===== src/fb_pkg.sv =====
`default_nettype none

package fb_pkg;

   // horizontal timing in pixel periods
   localparam int H_ACTIVE = 640;
   localparam int H_FRONT  = 16;
   localparam int H_SYNC   = 96;
   localparam int H_BACK   = 48;
   localparam int H_TOTAL  = 800;

   // vertical timing in lines
   localparam int V_ACTIVE = 480;
   localparam int V_FRONT  = 10;
   localparam int V_SYNC   = 2;
   localparam int V_BACK   = 33;
   localparam int V_TOTAL  = 525;

   localparam int H_CNT_W  = 10;     // holds 0 .. H_TOTAL-1
   localparam int V_CNT_W  = 10;     // holds 0 .. V_TOTAL-1

   // stored image, upscaled 5x on the display
   localparam int IMG_W    = 128;
   localparam int IMG_H    = 96;
   localparam int SCALE    = 5;
   localparam int PH_W     = 3;      // phase counter width, holds 0 .. SCALE-1

   localparam int ADDR_W   = 14;     // row * IMG_W + col

   typedef logic [ADDR_W-1:0] fb_addr_t;

   // one bit per colour plane, red in the msb
   typedef struct packed {
      logic red;
      logic green;
      logic blue;
   } rgb_t;

endpackage

`default_nettype wire


===== src/fb_write_port.sv =====
`timescale 1ns/1ps
`default_nettype none

module fb_write_port
   import fb_pkg::*;
(
   input  logic       clk,
   input  logic       arst_n,
   input  logic       wr_en,
   input  logic [7:0] wr_x,
   input  logic [6:0] wr_y,
   input  rgb_t       wr_rgb,
   input  rgb_t       wr_mask,
   output fb_addr_t   ram_addr,
   output rgb_t       ram_we,
   output rgb_t       ram_data
);

   logic in_range;

   assign in_range = (wr_x < 8'(IMG_W)) && (wr_y < 7'(IMG_H));

   // per-plane enables, dropped writes become all zero
   always_ff @(posedge clk or negedge arst_n) begin
      if (!arst_n) begin
         ram_we <= '0;
      end else if (wr_en && in_range) begin
         ram_we <= wr_mask;
      end else begin
         ram_we <= '0;
      end
   end

   always_ff @(posedge clk) begin
      ram_addr <= {wr_y, wr_x[6:0]};   // row * 128 + col
      ram_data <= wr_rgb;
   end

   a_drop_out_of_range : assert property (
      @(posedge clk) disable iff (!arst_n)
      (wr_en && !in_range) |=> (ram_we == '0)
   );

endmodule

`default_nettype wire


===== config.mk =====
export PLATFORM = sky130hd
export DESIGN_NAME = fb_write_port
export DESIGN_NICKNAME = d
export VERILOG_FILES = /design/src/fb_pkg.sv /design/src/fb_write_port.sv
export SDC_FILE = /design/constraint.sdc
export NUM_CORES = 1
export LEC_CHECK = 0
export ABC_CLOCK_PERIOD_IN_PS = 1130
export BUFFER_PORTS_ARGS = -buffer_cell sky130_fd_sc_hd__clkbuf_2
export CAP_MARGIN = 10
export CORE_AREA = 2 2 39 41
export DETAILED_ROUTE_END_ITERATION = 6
export DIE_AREA = 0 0 41 43
export PLACE_DENSITY = 0.76
export SETUP_SLACK_MARGIN = 0.02
export SLEW_MARGIN = 0
export SYNTH_ARGS = -nofsm -noshare
export SYNTH_HDL_FRONTEND = slang
export SYNTH_SLANG_ARGS = --single-unit

===== constraint.sdc =====
create_clock -name clk -period 1.13 [get_ports clk]
set_input_delay 0.226 -clock clk [delete_from_list [all_inputs] [get_ports clk]]
set_output_delay 0.226 -clock clk [all_outputs]
set_load 0.01 [all_outputs]

After elaboration in Yosys (flattened, before gate mapping)
Index checks and enable logic that the tools add are counted.
{"block": "word_totals", "reg_bits": 20, "wordCells": 12}
{"block": "op_classes", "order_cmp": 2, "mux": 1, "n_reduce_logical": 2}
{"cell": "$lt 8x8->1 const B", "count": 1}
{"cell": "$lt 7x7->1 const B", "count": 1}
{"cell": "$mux 3", "count": 1}
{"cell": "$logic_and 1x1->1", "count": 2}

Depth between registers and ports, before layout
{"block": "logic_depth", "ltp_word": 4, "depth_mapped": 2}

Worst setup path before layout
OpenSTA, ideal clock, no wires.
{"block": "synth_path", "kind": "flip-flop to output port", "start": "register ram_we[0] in the netlist's numbering", "end": "output ram_we[0] in the netlist's numbering", "arrival_time_ns": 0.376, "required_time_ns": 0.904, "slack_ns": 0.528, "stages_incl_launch_ff": 1, "path_buffers": 0, "cell_sequence": "dfrtp_1"}
{"item": "from (decl)", "line": "fb_write_port.sv:15", "text": "output rgb_t ram_we,"}
{"item": "from (signal assigned)", "line": "fb_write_port.sv:28", "text": "ram_we <= wr_mask;"}
No word-level cell between the ends.

Final worst setup path
{"block": "layout_path", "start": "register ram_we[0] in the netlist's numbering", "end": "output ram_we[0] in the netlist's numbering"}
No word-level cell between the ends.

==> impl_summary.log <==
INFO  metric clock_buffers_created_by_tritoncts = 3
INFO  metric postSynthAreaPerCell = 18.7 sq um
INFO  metric detail_route.drc_violations = 0
INFO  metric area.sequential = 415 sq um
INFO  metric critPathMaxFanout = 1
INFO  metric clkSlewWorstSetupHoldPaths = 0.10 ns
INFO  metric cap_violations = 0
INFO  metric synth-seq-area-share = 0.925
INFO  metric dr_wl_met3 = 238 um
INFO  metric post_cts_resize_count = 0
INFO  metric detail_route.wl_per_cell = 11.3 um
INFO  metric vias_per_cell = 4.23
INFO  metric syn-cell-area = 449 sq um
INFO  metric num_io_pins = 44
INFO  metric route.antenna.remaining_nets = 0
INFO  metric hold_slack = 0.0349 ns
INFO  metric fp.dieArea = 1760 sq um
INFO  metric largest_net_degree_at_the_start_of_global_routing = 12
INFO  metric syn_inst = 24
INFO  metric peakVddDrop = 816 uV
INFO  metric synth-warning-count = 0
INFO  metric worst_slew_pin_slew = 0.102 ns
INFO  metric status = finished, final reports clean
INFO  metric worstHoldPathType = input pin to register
INFO  metric maxClockFrequency = 0.977 GHz
INFO  metric dieWidth = 41 um
INFO  metric worstSetupPathType = register to primary output
INFO  metric max-clock-path-buffers = 2
INFO  metric critical_path.slowest_cell = dfrtp_1
INFO  metric number_of_failing_hold_endpoints_at_the_final_stage = 0
INFO  metric crit_buf_inv = 1
INFO  metric area_of_combinational_cells_with_multiple_inputs = 33.8 sq um
INFO  metric critPathLaunch = ram_we[0]
INFO  metric slew_violations = 0
INFO  metric clkSinkCount = 20
INFO  metric core_region_area = 1380 sq um
INFO  metric max_slew_margin = 0.932
INFO  metric synth_top_area_cell = dfxtp_1
INFO  metric drive_gt1_frac = 0.653
INFO  metric top_post_synthesis_cells_by_area = dfxtp_1 (76%), dfrtp_1 (17%), and4b_1 (6.7%)
INFO  metric synth.distinct_cells = 4
INFO  metric port-buffer-count = 43
INFO  metric rsz0062_at_grt = no
INFO  metric cp.required = 0.90 ns
INFO  metric ctsHoldBuffers = 1
INFO  metric via_count = 372
INFO  metric ys_seq_elements = 20
INFO  metric antenna_cells = 0
INFO  metric cpLargestDelayFamily = flip-flops
INFO  metric dp_hpwl = 838 um
INFO  metric cp-start-kind = register
INFO  metric cts.root.buffer_cell = clkbuf_4
INFO  metric antenna_found_initial = 0
INFO  metric die_height = 43 um
INFO  metric grt_overflow_total = 0
INFO  metric start_util = 0.325
INFO  metric path_cells = clkbuf_2
INFO  metric hold_crit_start = wr_y[1]
INFO  metric timing.setup.tns = 0 ns
INFO  metric drc_marker_count_from_the_first_detailed_route_iteration = 1
INFO  metric uppermost_routed_layer = met4
INFO  metric cellLeakagePower = 0.409 nW
INFO  metric power-per-cell-area = 1700 nW/um^2
INFO  metric cts_post_setup_buffers_inserted = 0
INFO  metric clock_tree_from_tritoncts = done
INFO  metric synth.net_count = 48
INFO  metric detail_route.first_pass.iterations = 4
INFO  metric fp-row-count = 14
INFO  metric worstSetupEndpointType = primary output
INFO  metric worst_ep_arrival_time = 0.80 ns
INFO  metric h-tree-depth = 1
INFO  metric netlist.area_leader.share = 0.758
INFO  metric min_period = 1.02 ns
INFO  metric detailroute.wirelength.met2 = 436 um
INFO  metric num-fill-cells = 130
INFO  metric setup_viol = 0
INFO  metric totalWireLength = 995 um
INFO  metric grt_pass1_vias = 353
INFO  metric grt_pass1_wl = 1370 um
INFO  metric gp_routability_congestion = 0.762
INFO  metric syn_to_final_growth = 62.7%
INFO  metric routedLengthMet1 = 316 um
INFO  metric finalCritPeriodShare = 0.906
INFO  metric timing.critical_path.slowest_cell_delay = 0.39 ns
INFO  metric grt_usage = 0.122
INFO  metric finish.net_count = 97
## logic make-up (layout without fill, tap and decap cells)
| family | after synthesis | in the layout | synth area share |
|---|---|---|---|
| flip-flops | 20 | 20 | 0.925 |
| AND/OR/NAND/NOR | 4 | 4 | 0.0752 |
| buffers and inverters | 0 | 48 | 0 |
## layout make-up
| cell class | instances | share of cell area |
|---|---|---|
| Clock buffer | 4 | 0.0497 |
| Multi-Input combinational cell | 4 | 0.0462 |
| Sequential cell | 20 | 0.568 |
| Tap cell | 16 | 0.0274 |
| Timing Repair Buffer | 44 | 0.308 |
## layer usage
| layer | GRT usage | vias to the layer above |
|---|---|---|
| li1 | - | 175 |
| met1 | 0.0909 | 152 |
| met2 | 0.222 | 43 |
| met3 | 0.0681 | 2 |
| met4 | 0.0600 | 0 |
| met5 | 0 | - |
## state kept, by name, indices dropped and copies added (netlist names)
| register | cells |
|---|---|
| ram_we | 3 |
| ram_addr | 14 |
| ram_data | 3 |
## layout by cell type, fill, tap and decap left out
cell | Yosys | layout
and4b_1 | 3 | 3
clkbuf_2 | 0 | 43
clkbuf_4 | 0 | 3
clkbuf_8 | 0 | 1
dfrtp_1 | 3 | 3
dfxtp_1 | 17 | 17
dlygate4sd3_1 | 0 | 1
nand2_1 | 1 | 1
## power by group
| group | switching, W | leakage, nW | internal (W) |
|---|---|---|---|
| logic | 0.0000461 | 0.204 | 0.0000562 |
| registers | 0.00000920 | 0.184 | 0.000742 |
| clock network | 0.000189 | 0.0210 | 0.000196 |
## cells in the mapped netlist
cell type,instances
dfrtp_1,3
nand2_1,1
dfxtp_1,17
and4b_1,3
## per-stage QoR
| stage | utilization | total power [W] | instance area [sq um] | setup WS, ns | cells |
|---|---|---|---|---|---|
| finish | 0.528 | 0.00124 | 731 | 0.107 | 88 |
| floorplan | - | 0.000792 | 449 | 0.528 | 24 |
| global placement | 0.495 | 0.000866 | 684 | 0.445 | 83 |
| CTS | 0.528 | 0.00126 | 731 | 0.0940 | 88 |
| global route | 0.528 | 0.00130 | 731 | 0.0791 | 88 |
| detailed placement | 0.495 | 0.000869 | 684 | 0.438 | 83 |
## worst paths after layout
check                      cells past startpoint           to
setup / recovery                               1    ram_we[0]
min in group asynchronous                      2    ram_we[2]
max in group asynchronous                      2    ram_we[1]
hold / removal                                 1  ram_addr[8]
Power figures use the tool's default switching activity.
