`src/fb_pkg.sv`:
```
`default_nettype none

package fb_pkg;

   // horizontal timing in pixel periods
   localparam int H_ACTIVE = 640;
   localparam int H_FRONT  = 16;
   localparam int H_SYNC   = 96;
   localparam int H_BACK   = 48;
   localparam int H_TOTAL  = 800;

   // vertical timing in lines
   localparam int V_ACTIVE = 480;
   localparam int V_FRONT  = 10;
   localparam int V_SYNC   = 2;
   localparam int V_BACK   = 33;
   localparam int V_TOTAL  = 525;

   localparam int H_CNT_W  = 10;     // holds 0 .. H_TOTAL-1
   localparam int V_CNT_W  = 10;     // holds 0 .. V_TOTAL-1

   // stored image, upscaled 5x on the display
   localparam int IMG_W    = 128;
   localparam int IMG_H    = 96;
   localparam int SCALE    = 5;
   localparam int PH_W     = 3;      // phase counter width, holds 0 .. SCALE-1

   localparam int ADDR_W   = 14;     // row * IMG_W + col

   typedef logic [ADDR_W-1:0] fb_addr_t;

   // one bit per colour plane, red in the msb
   typedef struct packed {
      logic red;
      logic green;
      logic blue;
   } rgb_t;

endpackage

`default_nettype wire

```
`src/video_timing_if.sv`:
```
`timescale 1ns/1ps
`default_nettype none

interface video_timing_if;

   logic h_sync;        // active low
   logic v_sync;        // active low
   logic active;        // inside the 640x480 area
   logic line_start;    // h count 0
   logic frame_start;   // h count 0 of line 0

   modport source (
      output h_sync,
      output v_sync,
      output active,
      output line_start,
      output frame_start
   );

   modport sink (
      input h_sync,
      input v_sync,
      input active,
      input line_start,
      input frame_start
   );

endinterface

`default_nettype wire

```
`src/vga_timing_gen.sv`:
```
`timescale 1ns/1ps
`default_nettype none

module vga_timing_gen
   import fb_pkg::*;
(
   input  logic                  clk,
   input  logic                  arst_n,
   video_timing_if.source        vt
);

   logic [H_CNT_W-1:0] h_cnt;
   logic [V_CNT_W-1:0] v_cnt;

   logic h_last;
   logic v_last;
   logic h_sync_n;
   logic v_sync_n;
   logic in_active;

   assign h_last = (h_cnt == H_CNT_W'(H_TOTAL - 1));
   assign v_last = (v_cnt == V_CNT_W'(V_TOTAL - 1));

   // sync pulse sits after the front porch
   assign h_sync_n = !((h_cnt >= H_CNT_W'(H_ACTIVE + H_FRONT)) &&
                       (h_cnt <  H_CNT_W'(H_ACTIVE + H_FRONT + H_SYNC)));
   assign v_sync_n = !((v_cnt >= V_CNT_W'(V_ACTIVE + V_FRONT)) &&
                       (v_cnt <  V_CNT_W'(V_ACTIVE + V_FRONT + V_SYNC)));

   assign in_active = (h_cnt < H_CNT_W'(H_ACTIVE)) && (v_cnt < V_CNT_W'(V_ACTIVE));

   always_ff @(posedge clk or negedge arst_n) begin
      if (!arst_n) begin
         h_cnt <= '0;
         v_cnt <= '0;
      end else begin
         if (h_last) begin
            h_cnt <= '0;
            if (v_last) begin
               v_cnt <= '0;
            end else begin
               v_cnt <= v_cnt + 1'b1;
            end
         end else begin
            h_cnt <= h_cnt + 1'b1;
         end
      end
   end

   // outputs describe the count one cycle later
   always_ff @(posedge clk or negedge arst_n) begin
      if (!arst_n) begin
         vt.h_sync      <= 1'b1;     // syncs idle high
         vt.v_sync      <= 1'b1;
         vt.active      <= 1'b0;
         vt.line_start  <= 1'b0;
         vt.frame_start <= 1'b0;
      end else begin
         vt.h_sync      <= h_sync_n;
         vt.v_sync      <= v_sync_n;
         vt.active      <= in_active;
         vt.line_start  <= (h_cnt == '0);
         vt.frame_start <= (h_cnt == '0) && (v_cnt == '0);
      end
   end

   a_h_cnt_range : assert property (
      @(posedge clk) disable iff (!arst_n)
      h_cnt < H_CNT_W'(H_TOTAL)
   );

endmodule

`default_nettype wire

```
`src/flat_wrapper.sv`:
```
// flat-port wrapper written by rule: the top's interface ports become plain ports
module vga_timing_gen_flat import fb_pkg::*;
  (clk, arst_n, vt_h_sync, vt_v_sync, vt_active, vt_line_start, vt_frame_start);
  video_timing_if vt_i ();
  input  logic clk;
  input  logic arst_n;
  output wire logic [$bits(vt_i.h_sync)-1:0] vt_h_sync;
  output wire logic [$bits(vt_i.v_sync)-1:0] vt_v_sync;
  output wire logic [$bits(vt_i.active)-1:0] vt_active;
  output wire logic [$bits(vt_i.line_start)-1:0] vt_line_start;
  output wire logic [$bits(vt_i.frame_start)-1:0] vt_frame_start;
  assign vt_h_sync = vt_i.h_sync;
  assign vt_v_sync = vt_i.v_sync;
  assign vt_active = vt_i.active;
  assign vt_line_start = vt_i.line_start;
  assign vt_frame_start = vt_i.frame_start;
  vga_timing_gen u_core (.clk(clk), .arst_n(arst_n), .vt(vt_i));
endmodule
```
`config.mk`:
```
export PLATFORM = sky130hd
export DESIGN_NAME = vga_timing_gen_flat
export DESIGN_NICKNAME = d
export VERILOG_FILES = /design/src/fb_pkg.sv /design/src/video_timing_if.sv /design/src/vga_timing_gen.sv /design/src/flat_wrapper.sv
export SDC_FILE = /design/constraint.sdc
export NUM_CORES = 1
export LEC_CHECK = 0
export BUFFER_PORTS_ARGS = -buffer_cell sky130_fd_sc_hd__buf_2
export CORE_UTILIZATION = 50
export DETAILED_ROUTE_END_ITERATION = 12
export GPL_ROUTABILITY_DRIVEN = 1
export PLACE_DENSITY = 0.78
export SYNTH_ARGS = -nofsm -noshare
export SYNTH_HDL_FRONTEND = slang
export SYNTH_SLANG_ARGS = --single-unit
```
`constraint.sdc`:
```
create_clock -name clk -period 2 [get_ports clk]
set_clock_uncertainty 0.2 [all_clocks]
set_input_delay 0.3 -clock clk [delete_from_list [all_inputs] [get_ports clk]]
set_output_delay 0.3 -clock clk [all_outputs]
set_load 0.005 [all_outputs]
```
### After elaboration in Yosys (flattened, before gate mapping)

Index checks and enable logic that the tools add are counted.

| operators by class | value |
|---|---|
| equality and inequality tests | 2 |
| reduce and logical (&&, ||, !) cells | 8 |
| add/sub/neg operators | 2 |
| $lt $le $gt $ge | 6 |
| multiplexer cells | 2 |

Operators with widths:

| cell | number |
|---|---|
| $add A10 B1 Y10 const B | 2 |
| $eq A10 B10 Y1 const B | 2 |
| $logic_not A10 Y1 | 2 |
| $lt A10 B10 Y1 const B | 2 |
| $lt A10 B9 Y1 const B | 2 |
| $mux W10 | 2 |
| $ge A10 B10 Y1 const B | 1 |
| $ge A10 B9 Y1 const B | 1 |
| $logic_and A1 B1 Y1 | 4 |
| $logic_not A1 Y1 | 2 |

| word-level totals | value |
|---|---|
| output and inout bits | 5 |
| input port bits | 2 |
| logic and storage cells | 27 |
| register bits after elaboration | 25 |

### Logic depth before layout (Yosys ltp)

| logic depth | value |
|---|---|
| word-level depth | 3 |
| gate-level depth with buffers | 6 |

### Least setup slack after synthesis

OpenSTA, ideal clock, no wires.

| timing path | value |
|---|---|
| kind | register to register |
| from | register u_core.h_cnt[5] |
| to | register u_core.v_cnt[9] |
| buffers on the path | 0 |
| arrival | 1557 ps |
| path slack | 165 ps |
| setup time | 77 ps |
| required time | 1723 ps |
| cell stages (with the launch flop) | 5 |
| path through | dfrtp_1 > nor4b_4 > nand4_2 > or4_1 > a21oi_1 |

| on the way | value |
|---|---|
| word-level cells in the longest chain between the ends | 1 |

Ends and longest elaborated chain:

| element | line | RTL |
|---|---|---|
| from (decl) | vga_timing_gen.sv:12 | `logic [H_CNT_W-1:0] h_cnt;` |
| from (signal assigned) | vga_timing_gen.sv:45 | `h_cnt <= h_cnt + 1'b1;` |
| $eq A10 B10 Y1 | vga_timing_gen.sv:21 | `assign h_last = (h_cnt == H_CNT_W'(H_TOTAL - 1));` |
| to (signal assigned) | vga_timing_gen.sv:42 | `v_cnt <= v_cnt + 1'b1;` |
| to (decl) | vga_timing_gen.sv:13 | `logic [V_CNT_W-1:0] v_cnt;` |

No other way between the ends.
A chain may end at the register's enable or synchronous reset.

### Final worst setup path

| timing path | value |
|---|---|
| from | register u_core.h_cnt[6] |
| to | register u_core.v_cnt[9] |

The elaborated chain is that of the path after synthesis.

==> qor.yml <==
final_layout:
  nNetsFinal: 142
  layout-drive-gt1-share_pct: 19.3
  nFillCells: 191
  layoutNonFillerInstCount: 163
  multi_input_area_um2: 559
  area_growth_syn_to_layout_pct: 12.7
  post-route-cell-area_mm2: 0.00137
  register_area_um2: 629
  n_antenna_cell: 0
  layout.cells.most_common: "dfrtp_1"
  mostFrequentLayoutCells: "dfrtp_1 (22), nand2_1 (11), nand3_1 (11), buf_4 (8)"
  finish.utilization_pct: 60.7
routing:
  routed_wl_um: 2480
  drtPass1Iterations: 4
  vias: 952
  drt_iter0_drc: 18
  drc_errors: 0
  wire_per_inst_um: 15.2
  avgViaCountPerCell: 5.84
  ant_nets: 0
critical_path:
  crit_path_start_kind: "flip-flop"
  path_class: "flip-flop to flip-flop"
  critPathArrivalTime_ns: 1.95
  slowest_stage: "or4_1"
  cp.required_ns: 2.05
  rrSetupSlack_ns: 0.1
  cp_cell_sequence: "nor4b_4 -> nand4_2 -> or4_1 -> a21oi_1"
  worst_setup_path_end_kind: "flip-flop"
  critical_path.max_fanout: 6
  max_stage_delay_ns: 0.48
floorplanning:
  rows: 17
  num_io_pins: 7
  die_y_um: 51.3
  die_x_um: 51.3
  core_mm2: 0.00225
  die_area_mm2: 0.00263
  initial_core_util_pct: 53.9
cts:
  numCtsBuffers: 3
  htree_levels: 1
  cts_tree: "yes"
  clk_root_buffer_cell: "clkbuf_4"
  insertion_delay_ns: 0.32
  clk_pin_slew_ns: 0.14
  cts_buffer_depth: 2
  cts.sinks: 25
timing:
  post-route-period-util_pct: 95.0
  worst_slew_pin_slew_ns: 0.535
  clock.fmax_ghz: 0.526
  finalHoldViolCount: 0
  relSlewSlack_pct: 64.3
  drv_slew: 0
  setup_viol: 0
  fin_tns_setup_ns: 0
  rsz0062_at_grt: "no"
  final.min_clock_period_ns: 1.90
place:
  dpl.cell_count: 155
  dpl_cell_area_mm2: 0.00131
  hpwlAfterDp_um: 1740
  gp_congestion: 0.893
  port_buffers: 6
synth:
  ys.flop_type: "dfrtp_1"
  synth_area_mm2: 0.00121
  netlist_instances: 118
  synth-async-reset-ratio_pct: 100
  post-synth-top-area-cell: "dfrtp_1"
  yosys-top-cells-area: "dfrtp_1 (47%), xor2_1 (5.0%), nand3_1 (4.5%)"
  synth_edf_count: 0
  synth-seq-cells: 25
  ys_seq_area_share_pct: 51.7
  synth_nets: 124
  synth_top_cell_area_share_pct: 47.4
  ys_warn_count: 0
  syn_avg_cell_area_um2: 10.3
  ys_types: 28
pwr:
  leakagePower_nw: 0.622
  vdd_drop_max_uv: 255
  power_w: 0.000741
  power_density_mw_per_mm2: 541
global_routing:
  gr-total-overflow: 0
  grt_max_degree: 26
  grt_pass1_wl_um: 4010
  antenna_found_initial: 0
  grt_pass1_vias: 903
  globalRouteTotalUtil_pct: 20.9
hold_path:
  min_path_type: "primary input to asynchronous set/reset pin"
run:
  drv_cap: 0
run_status:
  status: "finished clean"
-- state kept, by name, indices dropped and copies added, names as in the netlist --
name / count
u_core.h_cnt: 10
u_core.v_cnt: 10
u_core.vt.active: 1
u_core.vt.frame_start: 1
u_core.vt.h_sync: 1
u_core.vt.line_start: 1
u_core.vt.v_sync: 1
-- routing by layer --
| metal | vias to the layer above | share of wire [%] | global-route usage, % |
|---|---|---|---|
| met5 | - | 0 | 0 |
| met4 | 0 | 1.2 | 6.76 |
| met3 | 4 | 2.9 | 3.57 |
| met2 | 27 | 51 | 36.6 |
| met1 | 465 | 45 | 25.9 |
| li1 | 456 | - | - |
-- synth_stat cells, types with 3 or more instances --
master	number
dfrtp_1	23
a21oi_1	3
xnor2_1	3
xor2_1	7
nand2_1	11
nor3_1	7
or4_1	3
nor2_1	6
o21ai_0	7
nor4_1	3
and2_1	4
nand3_1	11
inv_1	5
ha_1	4
-- cell type report --
type	instances	share of cell area [%]
sequential	25	46.0
multi-input combinational	86	40.9
timing repair buffer	15	7.31
tap	28	2.56
clock buffer	4	1.92
inverter	5	1.37
-- per-stage QoR --
step,setup slack [ns],hold WS [ns]
2_1_floorplan,0.165,-0.196
3_3_place_gp,0.190,0.109
3_5_place_dp,0.122,0.113
4_1_cts,0.0839,0.303
5_1_grt,0.00547,0.321
6_report,0.0995,0.284
-- worst max-delay path, delay by kind of cell, from the launching register on --
kind,cells,cell delay (ns)
AND/OR/NAND/NOR,3,1.01
flip-flops,1,0.47
AO/OA/AOI/OAI,1,0.16
-- power breakdown --
part,total (W),internal (W),switching (W),leakage (nW)
registers,0.000506,0.000506,0,0.321
clock network,0.000224,0.0000779,0.000146,0.0150
logic,0.0000113,0.00000198,0.00000930,0.286
-- cells by family (layout without fill, tap and decap cells) --
kind of cell / after synthesis / count (layout) / share of synthesized area, %
buffers and inverters: 7 / 24 / 2.37
flip-flops: 25 / 25 / 51.7
multiplexers: 1 / 1 / 0.824
adder cells (fa/ha/maj): 4 / 4 / 4.12
AO/OA/AOI/OAI: 14 / 14 / 6.59
XOR/XNOR: 10 / 10 / 7.21
AND/OR/NAND/NOR: 57 / 57 / 27.2
-- repair_timing --
item	CTS	global route
setup endpoints to repair	0	3
resized for setup	0	2
endpoints found under the hold margin	23	0
hold buffers	1	0
buffers inserted	0	3
-- final timing paths --
| check | from | endpoint | cells after the start |
|---|---|---|---|
| worst max-delay path | u_core.h_cnt[6] | u_core.v_cnt[9] | 4 |
| worst min-delay path | arst_n | u_core.h_cnt[5] | 2 |
| min in group clk | u_core.v_cnt[7] | u_core.v_cnt[7] | 1 |
| worst min register to register | u_core.v_cnt[7] | u_core.v_cnt[7] | 1 |
| worst max register to register | u_core.h_cnt[6] | u_core.v_cnt[9] | 4 |
| max in group asynchronous | arst_n | u_core.vt.v_sync | 2 |
(Power assumes the default switching activity.)
