==> src/fb_pkg.sv <==
`default_nettype none

package fb_pkg;

   // horizontal timing in pixel periods
   localparam int H_ACTIVE = 640;
   localparam int H_FRONT  = 16;
   localparam int H_SYNC   = 96;
   localparam int H_BACK   = 48;
   localparam int H_TOTAL  = 800;

   // vertical timing in lines
   localparam int V_ACTIVE = 480;
   localparam int V_FRONT  = 10;
   localparam int V_SYNC   = 2;
   localparam int V_BACK   = 33;
   localparam int V_TOTAL  = 525;

   localparam int H_CNT_W  = 10;     // holds 0 .. H_TOTAL-1
   localparam int V_CNT_W  = 10;     // holds 0 .. V_TOTAL-1

   // stored image, upscaled 5x on the display
   localparam int IMG_W    = 128;
   localparam int IMG_H    = 96;
   localparam int SCALE    = 5;
   localparam int PH_W     = 3;      // phase counter width, holds 0 .. SCALE-1

   localparam int ADDR_W   = 14;     // row * IMG_W + col

   typedef logic [ADDR_W-1:0] fb_addr_t;

   // one bit per colour plane, red in the msb
   typedef struct packed {
      logic red;
      logic green;
      logic blue;
   } rgb_t;

endpackage

`default_nettype wire

==> src/video_timing_if.sv <==
`timescale 1ns/1ps
`default_nettype none

interface video_timing_if;

   logic h_sync;        // active low
   logic v_sync;        // active low
   logic active;        // inside the 640x480 area
   logic line_start;    // h count 0
   logic frame_start;   // h count 0 of line 0

   modport source (
      output h_sync,
      output v_sync,
      output active,
      output line_start,
      output frame_start
   );

   modport sink (
      input h_sync,
      input v_sync,
      input active,
      input line_start,
      input frame_start
   );

endinterface

`default_nettype wire

==> src/pixel_fetch.sv <==
`timescale 1ns/1ps
`default_nettype none

module pixel_fetch
   import fb_pkg::*;
(
   input  logic              clk,
   input  logic              arst_n,
   video_timing_if.sink      vt,
   output logic              rd_en,
   output fb_addr_t          rd_addr,
   input  rgb_t              plane_data,
   output logic              hsync,
   output logic              vsync,
   output logic              de,
   output rgb_t              pix
);

   logic [PH_W-1:0]          col_ph_q;
   logic [PH_W-1:0]          col_ph_cur;
   logic [PH_W-1:0]          row_ph_q;
   logic [PH_W-1:0]          row_ph_cur;
   logic [$clog2(IMG_W)-1:0] col_q;
   logic [$clog2(IMG_W)-1:0] col_cur;
   logic [$clog2(IMG_H)-1:0] row_q;
   logic [$clog2(IMG_H)-1:0] row_cur;

   logic [2:0] ctl_d1;   // {h_sync, v_sync, active} beside the address
   logic [2:0] ctl_d2;   // beside the ram read

   // position of the pixel the interface shows right now
   always_comb begin
      col_ph_cur = col_ph_q;
      col_cur    = col_q;
      row_ph_cur = row_ph_q;
      row_cur    = row_q;
      if (vt.line_start) begin
         col_ph_cur = '0;
         col_cur    = '0;
         if (row_ph_q == PH_W'(SCALE - 1)) begin
            row_ph_cur = '0;
            row_cur    = row_q + 1'b1;
         end else begin
            row_ph_cur = row_ph_q + 1'b1;
         end
      end
      if (vt.frame_start) begin
         row_ph_cur = '0;
         row_cur    = '0;
      end
   end

   always_ff @(posedge clk or negedge arst_n) begin
      if (!arst_n) begin
         col_ph_q <= '0;
         col_q    <= '0;
         row_ph_q <= '0;
         row_q    <= '0;
      end else begin
         if (col_ph_cur == PH_W'(SCALE - 1)) begin
            col_ph_q <= '0;
            col_q    <= col_cur + 1'b1;   // wraps harmlessly in blanking
         end else begin
            col_ph_q <= col_ph_cur + 1'b1;
            col_q    <= col_cur;
         end
         row_ph_q <= row_ph_cur;
         row_q    <= row_cur;
      end
   end

   // stage 1 address, stage 2 ram, stage 3 output
   always_ff @(posedge clk or negedge arst_n) begin
      if (!arst_n) begin
         rd_en   <= 1'b0;
         rd_addr <= '0;
         ctl_d1  <= 3'b110;
         ctl_d2  <= 3'b110;
         hsync   <= 1'b1;
         vsync   <= 1'b1;
         de      <= 1'b0;
         pix     <= '0;
      end else begin
         rd_en   <= vt.active;
         rd_addr <= {row_cur, col_cur};
         ctl_d1  <= {vt.h_sync, vt.v_sync, vt.active};
         ctl_d2  <= ctl_d1;
         hsync   <= ctl_d2[2];
         vsync   <= ctl_d2[1];
         de      <= ctl_d2[0];
         pix     <= ctl_d2[0] ? plane_data : '0;   // black outside the active area
      end
   end

   a_phase_range : assert property (
      @(posedge clk) disable iff (!arst_n)
      (col_ph_q < PH_W'(SCALE)) && (row_ph_q < PH_W'(SCALE))
   );

   a_addr_in_image : assert property (
      @(posedge clk) disable iff (!arst_n)
      rd_en |-> (rd_addr < ADDR_W'(IMG_W * IMG_H))
   );

endmodule

`default_nettype wire

==> src/flat_wrapper.sv <==
// flat-port wrapper written by rule: the top's interface ports become plain ports
module pixel_fetch_flat import fb_pkg::*;
  (clk, arst_n, rd_en, rd_addr, plane_data, hsync, vsync, de, pix, vt_h_sync, vt_v_sync, vt_active, vt_line_start, vt_frame_start);
  video_timing_if vt_i ();
  input  logic clk;
  input  logic arst_n;
  output logic rd_en;
  output fb_addr_t rd_addr;
  input  rgb_t plane_data;
  output logic hsync;
  output logic vsync;
  output logic de;
  output rgb_t pix;
  input wire logic [$bits(vt_i.h_sync)-1:0] vt_h_sync;
  input wire logic [$bits(vt_i.v_sync)-1:0] vt_v_sync;
  input wire logic [$bits(vt_i.active)-1:0] vt_active;
  input wire logic [$bits(vt_i.line_start)-1:0] vt_line_start;
  input wire logic [$bits(vt_i.frame_start)-1:0] vt_frame_start;
  assign vt_i.h_sync = vt_h_sync;
  assign vt_i.v_sync = vt_v_sync;
  assign vt_i.active = vt_active;
  assign vt_i.line_start = vt_line_start;
  assign vt_i.frame_start = vt_frame_start;
  pixel_fetch u_core (.clk(clk), .arst_n(arst_n), .vt(vt_i), .rd_en(rd_en), .rd_addr(rd_addr), .plane_data(plane_data), .hsync(hsync), .vsync(vsync), .de(de), .pix(pix));
endmodule
==> config.mk <==
export PLATFORM = sky130hd
export DESIGN_NAME = pixel_fetch_flat
export DESIGN_NICKNAME = d
export VERILOG_FILES = /design/src/fb_pkg.sv /design/src/video_timing_if.sv /design/src/pixel_fetch.sv /design/src/flat_wrapper.sv
export SDC_FILE = /design/constraint.sdc
export NUM_CORES = 1
export LEC_CHECK = 0
export BUFFER_PORTS_ARGS = -buffer_cell sky130_fd_sc_hd__clkbuf_2
export CAP_MARGIN = 20
export CORE_MARGIN = 3
export CORE_UTILIZATION = 47
export DETAILED_ROUTE_END_ITERATION = 8
export PLACE_DENSITY = 0.79
export RECOVER_POWER = 25
export SLEW_MARGIN = 10
export SYNTH_ARGS = -nofsm -noshare
export SYNTH_HDL_FRONTEND = slang
export SYNTH_SLANG_ARGS = --single-unit
==> constraint.sdc <==
create_clock -name clk -period 1.8 [get_ports clk]
set_input_delay 0 -clock clk [delete_from_list [all_inputs] [get_ports clk]]
set_output_delay 0 -clock clk [all_outputs]
set_load 0.03 [all_outputs]
* Word level (Yosys, flattened, before mapping)
Index checks and enable logic that the tools add are counted.
** Storage, ports and cells
- Output and inout bits :: 21
- Memory bits (writable) :: 0
- ROM bits :: 0
- Memories :: 0
- Bits in latches :: 0
- Logic and storage cells :: 32
- Register bits :: 47
- Input port bits :: 10
** Operators by class
- Div/mod/pow operators :: 0
- Multiply operators :: 0
- Muxes and demuxes :: 11
- Shift-type cells :: 0
- Bitwise logic cells :: 0
- $lt $le $gt $ge :: 0
- Eq/ne operators :: 2
- $add $sub $neg :: 4
- Reduce and logical (&&, ||, !) cells :: 1
** Operators with widths (number)
- 7-bit two-way mux :: 5
- 3-bit two-way mux :: 6
- 7-bit by 1-bit adder with 7-bit output (second input constant) :: 2
- 3-bit by 1-bit adder with 3-bit output (second input constant) :: 2
- 3-bit == test (second input constant) :: 2
- 2-bit nonzero test :: 1

* Logic depth before layout (Yosys ltp)
Gate-level depths: netlist of run 1.
- Word-level depth :: 4
- Mapped depth :: 7
- Mapped depth without buffers :: 5

* Worst setup path before layout of run 1
Ideal clock, no wire load.
- Kind :: flip-flop to flip-flop
- From :: register u_core.row_q[0]
- To :: register u_core.rd_addr[13]
- Clock period less this slack :: 1478 ps
- Library setup time :: 78 ps
- Arrival time :: 1400 ps
- Path slack :: 322 ps
- Cell stages (with the launch flop) :: 5
- Cell sequence :: dfrtp_1 > ha_1 > nand4_1 > or3_1 > a21oi_1
** On the way
- Cells in the longest elaborated chain, start to end :: 4
** RTL lines
- start: declaration :: RTL line pixel_fetch.sv:25 : logic [$clog2(IMG_H)-1:0] row_q;
- start signal: assignment :: RTL line pixel_fetch.sv:68 : row_q <= row_cur;
- 7-bit by 1-bit adder with 7-bit output :: RTL line pixel_fetch.sv:42 : row_cur = row_q + 1'b1;
- 7-bit two-way mux :: RTL line pixel_fetch.sv:40 : if (row_ph_q == PH_W'(SCALE - 1)) begin
- 7-bit two-way mux :: RTL line pixel_fetch.sv:37 : if (vt.line_start) begin
- 7-bit two-way mux :: RTL line pixel_fetch.sv:47 : if (vt.frame_start) begin
- end signal: assignment :: RTL line pixel_fetch.sv:85 : rd_addr <= {row_cur, col_cur};
- end: declaration :: RTL line pixel_fetch.sv:11 : output fb_addr_t rd_addr,
No other way between the ends.
A chain may end at the register's enable or synchronous reset.

* Worst setup path in the final report of run 1
- From :: register u_core.row_ph_q[0]
- To :: register u_core.row_q[5]
** On the way
- Cells in the longest elaborated chain, start to end :: 4
** RTL lines
- start: declaration :: RTL line pixel_fetch.sv:21 : logic [PH_W-1:0] row_ph_q;
- start signal: assignment :: RTL line pixel_fetch.sv:67 : row_ph_q <= row_ph_cur;
- 3-bit == test :: RTL line pixel_fetch.sv:40
- 7-bit two-way mux :: RTL line pixel_fetch.sv:40
- 7-bit two-way mux :: RTL line pixel_fetch.sv:37
- 7-bit two-way mux :: RTL line pixel_fetch.sv:47
No other way between the ends.

==> parameters.txt, run 1 <==
Parameter                              Value

Clock tree
  Later-pin clock latency in the skew report    0.34 ns
  CTS clk-pin slew, worst paths    0.11 ns
  Clock root buffer master    clkbuf_4
  Number of H-tree levels    2
  Inserted Clock Buffers    5
  Maximum number of buffers from clock root to sink    2
  Post-cts sizing count    0
  TritonCTS clock tree    yes
  Sink count of the clock tree    39
  Post-CTS repair timing setup buffer count    0

Die
  Count of standard-cell rows    20
  Total I/O pin count    31
  Die boundary height    63.1 um
  Full die area    between 3000 and 4000 um2
  Die outline width    63.1 um
  Area inside the core boundary    3080 um2
  Starting utilization of the core area    between 40% and 50%

Worst setup path
  Endpoint of the lowest-slack register-to-register path    u_core.row_q[5]
  Critical path class    reg2reg
  Reg2reg setup slack    approximately 0.17 ns
  CP required    2.07 ns
  R2R depth    5
  List of cells traversed by the critical path    inv_1 -> ha_1 -> nand3_2 -> or4_1 -> a21oi_1
  Cell with the largest stage delay on the worst path    or4_1
  Launching element type of the critical path    flop
  Data arrival time at the worst-slack endpoint    1.90 ns
  Setup crit end kind    flop
  Slowest cell delay on critical path    0.52 ns
  CP max FO    7
  Critical register-to-register path startpoint    u_core.row_ph_q[0]

Finish
  Most frequent cells in the layout    33 x dfrtp_1, 29 x clkbuf_2, 9 x nor2_1, 9 x dlygate4sd3_1, 8 x nand2_1
  Number of diodes    0
  Final #Nets    187
  Area taken by flip-flops and latches    983 um2
  Ratio of cells with drive above 1 in the final layout    between 20% and 30%
  Leading cell type in the layout, fill and taps excluded    dfrtp_1
  Area taken by multi-input logic gates    512 um2
  Count of filler cells inserted in the layout    261
  Layout Cell Area excl Fill    1930 um2
  Layout Area Growth over Synthesis    25.9%

STA
  Setup repair after global routing missed its margin    no
  Highest clock rate    about 0.61 GHz
  Worst clock skew    0.00483 ns
  Final clock period utilization by the worst path    90.6%
  Max Transition Viols Final    0
  Final hold violations    0
  Slew at the pin closest to its max-slew limit    1.01 ns
  Tightest slew margin relative to the limit    32.9%
  # setup viols final    0
  Total Neg Setup Slack    0 ns
  Tmin final    about 1.6 ns
  Minimum setup slack in the final design    0.169 ns

Job
  Maximum Capacitance Violations    0

Run status
  Run status    finished, final reports clean

Detailed routing
  Wirelength per Cell    12.4 um
  Number of nets still failing antenna checks after routing    0
  Via density per instance    4.76
  Total iterations of the first detailed-routing run    4
  DRC violation total after the first TritonRoute iteration    17
  Detailed-route via count    roughly 1000
  Aggregate routed wire length    2.67 mm
  Remaining DRCs    0

Global route
  GRT overflow    0
  Pin count of the biggest net entering global routing    21
  All-Layer GR Usage    about 16%
  Antenna violations before repair    0
  Global-route wire length before repair    between 4 and 5 mm
  Via count of the first global-routing pass    approximately 1100

Worst hold path
  Worst min-delay path category    in2reg
  Min-Delay Path Depth    2
  Hold path start    vt_v_sync
  Hold Crit Endpoint    u_core.ctl_d1[1]

Synthesis
  Post-synth net total    142
  Share of synthesized cell area in and, or, nand and nor gates    16.9%
  Part of the Yosys area used for sequential elements    64.2%
  Synth Area in Compound Gates    4.25%
  Synth Warn #    0
  Xor and xnor area share after synthesis    4.58%
  Proportion of synthesized area in mux cells    2.78%
  Number of different library cells in the post-synthesis netlist    27
  Dominant combinational cell family by area after synthesis    simple AND/OR/NAND/NOR gates
  Number of flip-flops and latches in the synthesized netlist    39
  Cell area after technology mapping    between 1500 and 2000 um2
  Count of mapped cells out of synthesis    126
  Avg Inst Size Synth    roughly 12 um2
  Synthesized-area fraction occupied by adder cells    under 10%

Power
  Static leakage power    0.961 nW
  Worst-case vdd ir drop    467 uV
  Power density cells    approximately 900 nW/um2

Placed design
  Port bufs    30
  DP Wirelength    1.85 mm
  Routability congestion estimate    roughly 0.71
  Placed inst area    1740 um2
  Worst setup slack after placement    0.190 ns
## routing by layer
metal  share of wire, %  wire length [um]  GRT usage [%]  up-vias
met1                 43              1150           18.3      491
met5                  0                 0              0        -
met2                 49              1320           26.6       24
met3                5.8               155           6.60        4
met4                1.9                51           6.61        0
li1                   -                 -              -      509
## state kept, by name, summed over array words and instances, names as in the netlist, 3 cells and up
signal	cells
u_core.ctl_d2	3
u_core.row_ph_q	3
u_core.row_q	6
u_core.col_ph_q	3
u_core.pix	3
u_core.col_q	7
u_core.ctl_d1	3
u_core.rd_addr	8
## stage by stage
stage	hold slack, ns	cells	total power [mW]	utilization (%)
floorplan	-0.296	126	1.01	-
global placement	-0.0255	199	1.05	56.5
detailed placement	-0.0175	199	1.06	56.5
CTS	0.145	216	1.78	62.7
global route	0.252	216	1.84	62.6
finish	0.290	216	1.76	62.6
## cells in the mapped netlist
master | count | area share (%)
a21oi_1 | 6 | 2.0
dfrtp_1 | 33 | 54
xor2_1 | 5 | 2.9
nand2_1 | 8 | 2.0
nand4_1 | 5 | 2.0
xnor2_1 | 3 | 1.7
nor2_1 | 9 | 2.2
inv_1 | 6 | 1.5
dfstp_2 | 6 | 10
mux2i_1 | 2 | 1.3
nand2b_1 | 4 | 1.6
o31ai_1 | 1 | 0.49
buf_2 | 2 | 0.65
mux2_2 | 2 | 1.5
or4_1 | 1 | 0.49
nand3_1 | 3 | 0.98
nand3b_1 | 1 | 0.49
or3_1 | 3 | 1.2
o21ai_0 | 4 | 1.3
and2_1 | 4 | 1.6
nor3b_1 | 1 | 0.49
o21bai_1 | 1 | 0.49
nand3_2 | 1 | 0.65
ha_1 | 6 | 4.9
buf_1 | 1 | 0.24
nor3_1 | 2 | 0.65
nor2b_1 | 6 | 2.5
## cell type report
type	instances	area share [%]
Sequential cell	39	51.0
Timing Repair Buffer	41	13.2
Clock buffer	6	2.14
Inverter	6	1.17
Clock inverter	2	3.11
Tap cell	44	2.86
Multi-Input combinational cell	78	26.5
## what timing repair did
action / in CTS / in global routing
endpoints found under the hold margin: 36 / 0
hold buffers: 9 / 0
setup endpoints to repair: 0 / 0
## cell families after synthesis
family / count (synthesis)
simple gates: 48
flops: 39
compound gates: 12
buf+inv: 9
xor+xnor: 8
fa+ha+maj: 6
mux: 4
## where the power goes
part	switching (mW)	internal [mW]
Combinational	0.0794	0.0531
Clock	0.266	0.433
Sequential	0.0160	0.909
Total	0.362	1.40
## critical path, delay by kind of cell (launching register included)
kind	cells	cell delay, ns
compound gates	1	0.16
fa+ha+maj	1	0.20
buf+inv	1	0.08
flops	1	0.43
simple gates	2	0.68
## how the worst max path moves through the flow
stage	startpoint	endpoint	slack (ns)
detailed placement	u_core.row_ph_q[0]	u_core.row_q[5]	0.19
CTS	u_core.row_ph_q[0]	u_core.row_q[5]	0.16
global route	u_core.row_ph_q[0]	u_core.row_q[5]	0.05
floorplan	u_core.row_q[0]	u_core.rd_addr[13]	0.32
finish	u_core.row_ph_q[0]	u_core.row_q[5]	0.17
global placement	u_core.row_ph_q[0]	u_core.row_q[5]	0.30
Power figures use the tool's default switching activity.
==> inputs of run 2 (changes only) <==
--- a/config.mk
+++ b/config.mk
@@ -6,11 +6,10 @@
 export NUM_CORES = 1
 export LEC_CHECK = 0
 export BUFFER_PORTS_ARGS = -buffer_cell sky130_fd_sc_hd__clkbuf_2
-export CAP_MARGIN = 20
 export CORE_MARGIN = 3
-export CORE_UTILIZATION = 47
+export CORE_UTILIZATION = 50
 export DETAILED_ROUTE_END_ITERATION = 8
-export PLACE_DENSITY = 0.79
+export PLACE_DENSITY = 0.83
 export RECOVER_POWER = 25
 export SLEW_MARGIN = 10
 export SYNTH_ARGS = -nofsm -noshare
==> run 2 against run 1 <==
  * Final area is 4.1% lower
  * Clock power is 42% lower
  * Global-route usage hardly changed
  * Setup slack better by 0.029 ns
  * Non-clock buffer count is 1 lower
  * Critical endpoint unchanged
==> parameters.txt, run 2 (same netlist as run 1, synthesis figures left out) <==
Parameter                              Value

Run status
  Run status    finished, final reports clean (unchanged)

Finish
  Final core utilization    65.4% (was 62.6%)
  Count of filler cells inserted in the layout    226 (was 261)
  Ratio of cells with drive above 1 in the final layout    27.5% (was 27.3%)
  Leading cell type in the layout, fill and taps excluded    dfrtp_1 (unchanged)
  Area taken by multi-input logic gates    512 um2 (unchanged)
  Layout Area Growth over Synthesis    20.8% (was 25.9%)
  Number of diodes    0 (unchanged)
  Largest registers in the final layout    u_core.rd_addr x8, u_core.col_q x7, u_core.row_q x6 (unchanged)
  Area taken by flip-flops and latches    983 um2 (unchanged)
  Register bank with the most flops    u_core.rd_addr (unchanged)
  Number of flip-flops in the largest register    8 (unchanged)
  Most frequent cells in the layout    33 x dfrtp_1, 31 x clkbuf_2, 9 x nor2_1, 8 x nand2_1, 8 x dlygate4sd3_1 (was 33 x dfrtp_1, 29 x clkbuf_2, 9 x nor2_1, 9 x dlygate4sd3_1, 8 x nand2_1)
  Final #Nets    186 (was 187)

Worst setup path
  Setup crit end kind    flop (unchanged)
  Critical register-to-register path startpoint    u_core.row_ph_q[1] (was u_core.row_ph_q[0])
  Critical path class    reg2reg (unchanged)
  Worst setup path start    u_core.row_ph_q[1] (was u_core.row_ph_q[0])
  CP required    2.06 ns (was 2.07 ns)
  List of cells traversed by the critical path    inv_1 -> ha_1 -> nand3_2 -> or4_1 -> a21oi_1 (unchanged)
  Cell with the largest stage delay on the worst path    or4_1 (unchanged)
  Slowest cell delay on critical path    0.53 ns (was 0.52 ns)
  CP max FO    7 (unchanged)
  Data arrival time at the worst-slack endpoint    1.86 ns (was 1.90 ns)
  Launching element type of the critical path    flop (unchanged)

Global route
  Global-route wire length before repair    4.31 mm (was 4.81 mm)
  All-Layer GR Usage    16.0% (was 16.1%)
  GRT overflow    0 (unchanged)
  Via count of the first global-routing pass    1040 (was 1068)
  Pin count of the biggest net entering global routing    40 (was 21)
  Antenna violations before repair    0 (unchanged)

STA
  Final hold violations    0 (unchanged)
  # setup viols final    0 (unchanged)
  Slew at the pin closest to its max-slew limit    0.894 ns (was 1.01 ns)
  Highest clock rate    0.624 GHz (was 0.613 GHz)
  Final clock period utilization by the worst path    89.0% (was 90.6%)
  Max Transition Viols Final    0 (unchanged)
  Total Neg Setup Slack    0 ns (unchanged)
  Tightest slew margin relative to the limit    40.4% (was 32.9%)
  Tmin final    1.60 ns (was 1.63 ns)
  Worst clock skew    0.00671 ns (was 0.00483 ns)
  Minimum setup slack in the final design    0.198 ns (was 0.169 ns)
  Setup repair after global routing missed its margin    no (unchanged)

Detailed routing
  Via density per instance    5.17 (was 4.76)
  Total iterations of the first detailed-routing run    4 (unchanged)
  Remaining DRCs    0 (unchanged)
  DRC violation total after the first TritonRoute iteration    14 (was 17)
  Aggregate routed wire length    2.54 mm (was 2.67 mm)
  Detailed-route via count    1045 (was 1028)
  Wirelength per Cell    12.6 um (was 12.4 um)
  Number of nets still failing antenna checks after routing    0 (unchanged)

Die
  Count of standard-cell rows    19 (was 20)
  Starting utilization of the core area    54.1% (was 49.8%)
  Total I/O pin count    31 (unchanged)
  Full die area    3760 um2 (was 3980 um2)
  Area inside the core boundary    2830 um2 (was 3080 um2)
  Die boundary height    61.3 um (was 63.1 um)
  Die outline width    61.3 um (was 63.1 um)

Power
  Internal power consumption    1.11 mW (was 1.40 mW)
  Share of power burned in the clock network    27.8% (was 39.8%)
  Worst-case vdd ir drop    403 uV (was 467 uV)
  Power density cells    789 nW/um2 (was 911 nW/um2)
  Sequential group share of total power    63.3% (was 52.6%)
  Share of power burned in combinational logic    8.9% (was 7.5%)
  Switching portion of total power    23.8% (was 20.6%)
  Psw    347 uW (was 362 uW)
  Static leakage power    0.936 nW (was 0.961 nW)

Placed design
  Worst setup slack after placement    0.209 ns (was 0.190 ns)
  DP Wirelength    1.81 mm (was 1.85 mm)
  Port bufs    30 (unchanged)
  Routability congestion estimate    0.820 (was 0.707)

Worst hold path
  Hold path start    vt_line_start (was vt_v_sync)
  Worst min-delay path category    in2reg (unchanged)

Clock tree
  TritonCTS clock tree    yes (unchanged)
  Number of H-tree levels    2 (unchanged)
  Later-pin clock latency in the skew report    0.33 ns (was 0.34 ns)
  CTS clk-pin slew, worst paths    0.11 ns (about the same)
  Inserted Clock Buffers    5 (unchanged)
  Clock root buffer master    clkbuf_4 (unchanged)
  Maximum number of buffers from clock root to sink    2 (unchanged)
  Post-CTS repair timing setup buffer count    0 (unchanged)
  Sink count of the clock tree    39 (unchanged)

Job
  Maximum Capacitance Violations    0 (unchanged)
## run 2: changes by cell type in the layout (fill, tap and decap cells not counted), sizes merged
| cell | before | now |
|---|---|---|
| clkinv | 0 | 1 |
| dlygate4sd3 | 9 | 8 |
| buf | 2 | 1 |
| bufinv | 2 | 0 |
| clkbuf | 36 | 38 |
## run 2: worst paths after layout
check,end,slack (ns),cells past startpoint
worst max-delay path,u_core.row_q[5],0.20,5
max in group asynchronous,u_core.rd_addr[3],0.83,3
worst max register to register,u_core.row_q[5],0.20,5
worst min register to register,u_core.vsync,0.36,0
min in group asynchronous,u_core.pix[0],0.41,3
worst min-delay path,u_core.row_ph_q[2],0.04,3
## run 2: what timing repair did
item	4_1_cts	5_1_grt
hold buffers	8	0
gates resized for setup	0	0
endpoints found under the hold margin	49	0
## run 2: power by group through the flow
stage | Clock [mW] | Sequential (mW) | Combinational (mW)
final | 0.406 | 0.924 | 0.130
after global routing | 0.478 | 0.928 | 0.149
after CTS | 0.425 | 0.924 | 0.133
after detailed placement | 0 | 0.941 | 0.119
after global placement | 0 | 0.939 | 0.114
after floorplan | 0 | 0.956 | 0.0520
## run 2: critical path, delay by kind of cell, from the launching register on
family / cells / cell delay [ns]
simple gates: 2 / 0.69
compound gates: 1 / 0.16
buf+inv: 1 / 0.07
flops: 1 / 0.42
fa+ha+maj: 1 / 0.19
## run 2: layout make-up
cell class | count | share of cell area [%]
Clock buffer | 7 | 2.44
Tap cell | 31 | 2.10
Inverter | 6 | 1.22
Timing Repair Buffer | 40 | 13.1
Multi-Input combinational cell | 78 | 27.7
Sequential cell | 39 | 53.2
Clock inverter | 1 | 0.271
## run 2: per-layer routing
metal	up-vias	wire length [um]	track usage, %	part of all wire [%]
li1	506	-	-	-
met1	498	1060	15.7	42
met2	37	1310	29.0	52
met3	4	121	5.66	4.8
met4	0	46	9.09	1.8
met5	-	0	0	0
## run 2: per-stage QoR
step / area [um2] / instances / hold WS [ns] / total power, mW
5_1_grt: 1850 / 202 / 0.0365 / 1.55
4_1_cts: 1850 / 202 / 0.0197 / 1.48
2_1_floorplan: 1530 / 126 / -0.296 / 1.01
3_3_place_gp: 1720 / 186 / 0.0657 / 1.05
3_5_place_dp: 1720 / 186 / 0.0748 / 1.06
6_report: 1850 / 202 / 0.0374 / 1.46
